$ cat src/common/snake_pkg.sv
package snake_pkg;

    // display geometry
    localparam int NUM_DIGITS = 8;
    localparam int DIGIT_W    = $clog2(NUM_DIGITS);
    localparam int NUM_SEGS   = 8;
    localparam int SEG_IDX_W  = $clog2(NUM_SEGS);

    // snake path and body
    localparam int PATH_LEN   = 20;
    localparam int POS_W      = 5;
    localparam int SNAKE_LEN  = 4;

    // one step every STEP_CYCLES clocks
    localparam int STEP_CYCLES = 16;
    localparam int STEP_CNT_W  = $clog2(STEP_CYCLES);

    // segment bit indices, active high
    localparam int SEG_A  = 0;
    localparam int SEG_B  = 1;
    localparam int SEG_C  = 2;
    localparam int SEG_D  = 3;
    localparam int SEG_E  = 4;
    localparam int SEG_F  = 5;
    localparam int SEG_G  = 6;
    localparam int SEG_DP = 7;

    // the middle bar and the decimal point are never part of the frame
    localparam logic [NUM_SEGS-1:0] SEG_LIT_MASK =
        ~((NUM_SEGS'(1) << SEG_G) | (NUM_SEGS'(1) << SEG_DP));

    // path entry is {digit index, segment index}
    localparam int ENTRY_W = DIGIT_W + SEG_IDX_W;

    // clockwise around the outer frame, starting top left
    localparam logic [ENTRY_W-1:0] PATH_TABLE [PATH_LEN] = '{
        {3'd0, 3'(SEG_A)}, {3'd1, 3'(SEG_A)}, {3'd2, 3'(SEG_A)}, {3'd3, 3'(SEG_A)},
        {3'd4, 3'(SEG_A)}, {3'd5, 3'(SEG_A)}, {3'd6, 3'(SEG_A)}, {3'd7, 3'(SEG_A)},
        // right edge, going down
        {3'd7, 3'(SEG_B)}, {3'd7, 3'(SEG_C)},
        // bottom row, right to left
        {3'd7, 3'(SEG_D)}, {3'd6, 3'(SEG_D)}, {3'd5, 3'(SEG_D)}, {3'd4, 3'(SEG_D)},
        {3'd3, 3'(SEG_D)}, {3'd2, 3'(SEG_D)}, {3'd1, 3'(SEG_D)}, {3'd0, 3'(SEG_D)},
        // left edge, going up
        {3'd0, 3'(SEG_E)}, {3'd0, 3'(SEG_F)}
    };

    // digit index that a path position lies on
    function automatic logic [DIGIT_W-1:0] path_digit(input logic [POS_W-1:0] pos);
        logic [ENTRY_W-1:0] entry;
        entry = '0;
        if (pos < POS_W'(PATH_LEN)) begin
            entry = PATH_TABLE[pos];
        end
        return entry[ENTRY_W-1:SEG_IDX_W];
    endfunction

    // one-hot segment mask of a path position, zero when off the path
    function automatic logic [NUM_SEGS-1:0] path_seg(input logic [POS_W-1:0] pos);
        logic [ENTRY_W-1:0]   entry;
        logic [NUM_SEGS-1:0]  mask;
        mask = '0;
        if (pos < POS_W'(PATH_LEN)) begin
            entry = PATH_TABLE[pos];
            mask  = NUM_SEGS'(1) << entry[SEG_IDX_W-1:0];
        end
        return mask;
    endfunction

endpackage
$ cat src/hdl/snake_top.sv
`timescale 1ns/1ps

module snake_top (
    input  logic       clock_250hz,
    input  logic       rst_n,
    input  logic       run,
    output logic [7:0] digit_sel,
    output logic [7:0] segments
);

    import snake_pkg::*;

    logic             step;
    logic [POS_W-1:0] pos0;
    logic [POS_W-1:0] pos1;
    logic [POS_W-1:0] pos2;
    logic [POS_W-1:0] pos3;

    // step enable, paused by run
    step_timer u_step_timer (
        .clock_250hz (clock_250hz),
        .rst_n       (rst_n),
        .run         (run),
        .step        (step)
    );

    // head and trailing positions on the path
    snake_body u_snake_body (
        .clock_250hz (clock_250hz),
        .rst_n       (rst_n),
        .step        (step),
        .pos0        (pos0),
        .pos1        (pos1),
        .pos2        (pos2),
        .pos3        (pos3)
    );

    // multiplexed display drive
    digit_scan u_digit_scan (
        .clock_250hz (clock_250hz),
        .rst_n       (rst_n),
        .pos0        (pos0),
        .pos1        (pos1),
        .pos2        (pos2),
        .pos3        (pos3),
        .digit_sel   (digit_sel),
        .segments    (segments)
    );

endmodule

$ cat src/display/digit_scan.sv
`timescale 1ns/1ps

module digit_scan (
    input  logic                       clock_250hz,
    input  logic                       rst_n,
    input  logic [snake_pkg::POS_W-1:0] pos0,
    input  logic [snake_pkg::POS_W-1:0] pos1,
    input  logic [snake_pkg::POS_W-1:0] pos2,
    input  logic [snake_pkg::POS_W-1:0] pos3,
    output logic [7:0]                 digit_sel,
    output logic [7:0]                 segments
);

    import snake_pkg::*;

    logic [NUM_DIGITS-1:0] next_sel;
    logic [DIGIT_W-1:0]    next_idx;
    logic [POS_W-1:0]      body [SNAKE_LEN];
    logic [NUM_SEGS-1:0]   next_pattern;

    // gather the loose position ports, head first
    assign body[0] = pos0;
    assign body[1] = pos1;
    assign body[2] = pos2;
    assign body[3] = pos3;

    // rotate left, bit 7 wraps to bit 0
    assign next_sel = {digit_sel[NUM_DIGITS-2:0], digit_sel[NUM_DIGITS-1]};

    // index of the digit selected after this edge
    always_comb begin
        next_idx = '0;
        for (int d = 0; d < NUM_DIGITS; d++) begin
            if (next_sel[d]) begin
                next_idx = DIGIT_W'(d);
            end
        end
    end

    // OR the masks of every body segment that sits on that digit
    always_comb begin
        next_pattern = '0;
        for (int i = 0; i < SNAKE_LEN; i++) begin
            if (path_digit(body[i]) == next_idx) begin
                next_pattern = next_pattern | path_seg(body[i]);
            end
        end
    end

    // scan keeps running whether or not the snake moves
    always_ff @(posedge clock_250hz or negedge rst_n) begin
        if (!rst_n) begin
            digit_sel <= 8'b0000_0001;
        end else begin
            digit_sel <= next_sel;
        end
    end

    // pattern lines up with the digit select it is loaded with
    always_ff @(posedge clock_250hz or negedge rst_n) begin
        if (!rst_n) begin
            segments <= '0;
        end else begin
            segments <= next_pattern;
        end
    end

endmodule

$ cat src/snake/snake_body.sv
`timescale 1ns/1ps

module snake_body (
    input  logic                       clock_250hz,
    input  logic                       rst_n,
    input  logic                       step,
    output logic [snake_pkg::POS_W-1:0] pos0,
    output logic [snake_pkg::POS_W-1:0] pos1,
    output logic [snake_pkg::POS_W-1:0] pos2,
    output logic [snake_pkg::POS_W-1:0] pos3
);

    import snake_pkg::*;

    localparam logic [POS_W-1:0] LAST_POS = POS_W'(PATH_LEN - 1);

    // index 0 is the head
    logic [POS_W-1:0] body [SNAKE_LEN];
    logic [POS_W-1:0] head_next;

    // head moves forward and wraps at the end of the path
    always_comb begin
        if (body[0] == LAST_POS) begin
            head_next = '0;
        end else begin
            head_next = body[0] + 1'b1;
        end
    end

    // shift chain, each segment follows the one ahead of it
    always_ff @(posedge clock_250hz or negedge rst_n) begin
        if (!rst_n) begin
            for (int i = 0; i < SNAKE_LEN; i++) begin
                body[i] <= POS_W'(SNAKE_LEN - 1 - i);
            end
        end else if (step) begin
            body[0] <= head_next;
            for (int i = 1; i < SNAKE_LEN; i++) begin
                body[i] <= body[i-1];
            end
        end
    end

    assign pos0 = body[0];
    assign pos1 = body[1];
    assign pos2 = body[2];
    assign pos3 = body[3];

endmodule

$ cat src/hdl/step_timer.sv
`timescale 1ns/1ps

module step_timer (
    input  logic clock_250hz,
    input  logic rst_n,
    input  logic run,
    output logic step
);

    import snake_pkg::*;

    localparam logic [STEP_CNT_W-1:0] LAST_COUNT = STEP_CNT_W'(STEP_CYCLES - 1);

    logic [STEP_CNT_W-1:0] count;
    logic                  at_last;

    assign at_last = (count == LAST_COUNT);

    // one-cycle enable on the last count of a running period
    assign step = run && at_last;

    // count holds while paused so the step phase is kept
    always_ff @(posedge clock_250hz or negedge rst_n) begin
        if (!rst_n) begin
            count <= '0;
        end else if (run) begin
            if (at_last) begin
                count <= '0;
            end else begin
                count <= count + 1'b1;
            end
        end
    end

endmodule

$ cat config.mk
export PLATFORM = sky130hd
export DESIGN_NAME = snake_top
export DESIGN_NICKNAME = d
export VERILOG_FILES = /design/src/common/snake_pkg.sv /design/src/hdl/snake_top.sv /design/src/display/digit_scan.sv /design/src/snake/snake_body.sv /design/src/hdl/step_timer.sv
export SDC_FILE = /design/constraint.sdc
export NUM_CORES = 1
export LEC_CHECK = 0
export BUFFER_PORTS_ARGS = -buffer_cell sky130_fd_sc_hd__buf_2
export CAP_MARGIN = 15
export CORE_MARGIN = 3
export CORE_UTILIZATION = 54
export CTS_BUF_LIST = sky130_fd_sc_hd__clkbuf_4 sky130_fd_sc_hd__clkbuf_8 sky130_fd_sc_hd__clkbuf_16
export DETAILED_ROUTE_END_ITERATION = 8
export MAX_ROUTING_LAYER = met4
export PLACE_DENSITY = 0.85
export SYNTH_ARGS = -nofsm -noshare
export SYNTH_HDL_FRONTEND = slang
export SYNTH_SLANG_ARGS = --single-unit
$ cat constraint.sdc
create_clock -name clock_250hz -period 1.85 [get_ports clock_250hz]
set_input_delay 0.185 -clock clock_250hz [delete_from_list [all_inputs] [get_ports clock_250hz]]
set_output_delay 0.185 -clock clock_250hz [all_outputs]
set_load 0.005 [all_outputs]
==> run summary <==
Slew headroom = 50.15%
Clock latency on the worst-skew pair = 0.29 ns
Top area cells in the synthesized netlist = dfrtp_1, nand2_1, dfstp_2
Part of the Yosys area used for sequential elements = 39.54%
Die Ht = 74.69 um
Reg-to-reg slack, setup = -0.19 ns
Syn-to-layout area delta = 24.21%
Leak = 1.574 nW
Peak VDD IR = 0.6700 mV
Core area = 0.004444 mm2
H-tree depth = 2
Slew Limit Fails = 0
Initial DRC count = 310
CTS tree = built
Die W = 74.69 um
Worst Hold Class = primary input to register
Simple-Gate Fraction of Synth Area = 33.99%
PD cells = 1067 mW/mm2
Post-synthesis mux area share = 3.733%
Rows = 24
DRT Pass-1 Iters = 7
Cells after synthesis = 311
Synthesized cell area = 0.002547 mm2
Post-synth top flop = dfrtp_1
Clock Skew = 0.006426 ns
Clk buf depth = 2
Worst Setup Start Kind = register
Gr usage total = 26.60%
Post-synthesis adder-cell area fraction = 2.456%
First-pass GRT wire length = 11,010 um
Max cap viols = 0
WP data arrival = 2.21 ns
Main combinational cell family by area after synthesis = simple AND/OR/NAND/NOR gates
F_max = 489.4 MHz
Compound-Gate Fraction of Synth Area = 14.00%
Worst path required time = 2.01 ns
HPWL after DPL = 4594 um
GPL Wtd Cong = 0.9019
CTS root buffer = clkbuf_8
Initial Util = 57.32%
Largest net degree at the start of global routing = 36
Clock edge transition at the registers on the reported setup and hold paths = 0.08 ns
Post-synthesis xor/xnor area fraction = 2.063%
DRC errors left = 0
Layout net count = 372
Synth top area share = 34.38%
Post-synth EDFFs = 0
Vias = 2,586
Commonest non-fill, non-tap cell in the layout = nand2_1
Setup crit end kind = register
Sequential cell area = 0.001011 mm2
Multi-input logic area = 0.001479 mm2
Setup TNS = -1.060 ns
Synthesized flop and latch total = 40
Hold_ws = 0.1742 ns
Port buffer count = 18
Routed vias/inst = 6.201
Dpl ws = -0.1966 ns
Commonest cells after routing, fill and taps aside = nand2_1, buf_4, dfrtp_1
Count of cell types in the netlist = 52
Die Area = 0.005578 mm2
FILL cells = 326
Max FO, Critical Path = 6
Post-Layout Cell Count = 417
Post-synth ARST share = 100.0%
Area leader, netlist = dfrtp_1
Period utilization = 110.4%
CTS Buf Count = 5
Fraction of layout cells with a size suffix above 1 = 28.22%
Number of global-route vias before repair = 2,445
RSZ-0062 raised after global routing = yes
CTS sink count = 40
Synth warn = 0
Slew @ Worst Pin = 0.7478 ns
Syn Area/Cell = 8.191 um2
Final hold viol count = 0
Grt ovf = 0
Antenna Nets Post-Route = 0
WL/cell = 16.08 um
Initial antenna violation count = 0
Final Setup Violations = 6
Outcome = complete, but fails checks
# diodes = 0
Crit Path Category = register to register
IO Count = 19
Fin worst setup slack = -0.1932 ns
Routed wire length = 6706 um
Tmin final = 2.043 ns
Violated checks = negative setup slack
Placed Cells = 404
-- cell usage after synthesis, types with 6 or more instances --
| library cell | number |
|---|---|
| nor2b_1 | 6 |
| nand2b_1 | 8 |
| nor2_1 | 26 |
| nor3_1 | 6 |
| nand4_1 | 17 |
| o21ai_0 | 13 |
| a21oi_1 | 12 |
| or4_1 | 6 |
| nand3_1 | 20 |
| dfrtp_1 | 35 |
| clkbuf_1 | 20 |
| nand2_1 | 58 |
-- metal layers --
metal  share of wire [%]  global-route usage, %
met1                  41                  32.88
met4                 3.2                  11.26
met2                  48                  42.73
met3                 7.8                  5.073
met5                   0                      -
-- worst max-delay path, stage by stage, from the launching register on --
cell,delay (ns)
dfrtp_2,0.45
or2_2,0.35
buf_4,0.15
and4b_1,0.18
a31oi_1,0.22
o211ai_1,0.26
nand3_1,0.17
nand4_1,0.12
-- power by group --
| group | internal [mW] | total (mW) | switching, mW |
|---|---|---|---|
| Combinational | 0.647 | 1.42 | 0.773 |
| Sequential | 1.05 | 1.23 | 0.187 |
| Clock | 0.415 | 0.721 | 0.306 |
-- area by class of cell --
| class | instances | share of cell area (%) |
|---|---|---|
| Multi-Input combinational cell | 245 | 46.74 |
| Clock inverter | 2 | 1.107 |
| Timing Repair Buffer | 67 | 15.14 |
| Clock buffer | 6 | 2.412 |
| Sequential cell | 40 | 31.95 |
| Inverter | 5 | 0.5931 |
| Tap cell | 52 | 2.056 |
-- registers in the layout, indices dropped and copies added, names as in the netlist --
register / count
u_snake_body.pos2: 5
u_snake_body.pos3: 5
u_step_timer.count: 4
u_digit_scan.digit_sel: 8
u_snake_body.pos0: 5
u_digit_scan.segments: 8
u_snake_body.pos1: 5
-- cells by family after synthesis --
| group | count (synthesis) |
|---|---|
| and+or+nand+nor | 169 |
| xor gates and xnor gates | 6 |
| muxes | 9 |
| adders and majority gates | 5 |
| buffers and inverters | 27 |
| other | 1 |
| DFF | 40 |
| AOI/OAI and AO/OA | 54 |
-- through the flow --
stage          total power [mW]  utilization, %  instance area [um2]
6_report                  3.375           71.20                 3164
5_1_grt                   3.582           71.20                 3164
4_1_cts                   3.330           70.75                 3144
3_5_place_dp              2.583           66.55                 2958
3_3_place_gp              2.509           66.55                 2958
2_1_floorplan             2.098               -                 2569
-- final timing paths --
kind	endpoint	start	depth (start not counted)
min in group asynchronous	u_snake_body.pos3[4]$_DFFE_PN0P_	rst_n	2
min reg2reg	u_digit_scan.digit_sel[0]$_DFF_PN1_	u_digit_scan.digit_sel[7]$_DFF_PN0_	0
max in group asynchronous	u_step_timer.count[3]$_DFFE_PN0P_	rst_n	3
max	u_digit_scan.segments[0]$_DFF_PN0_	u_digit_scan.digit_sel[3]$_DFF_PN0_	7
max reg2reg	u_digit_scan.segments[0]$_DFF_PN0_	u_digit_scan.digit_sel[3]$_DFF_PN0_	7
min	u_step_timer.count[0]$_DFFE_PN0P_	run	2
-- repair_timing --
action                                 4_1_cts  5_1_grt
buffers inserted                             3        1
setup endpoints to repair                    6        6
pin swaps                                   18        6
resized for setup                           14        3
hold buffers                                 1        0
endpoints found under the hold margin       28        0
Power figures use the tool's default switching activity.
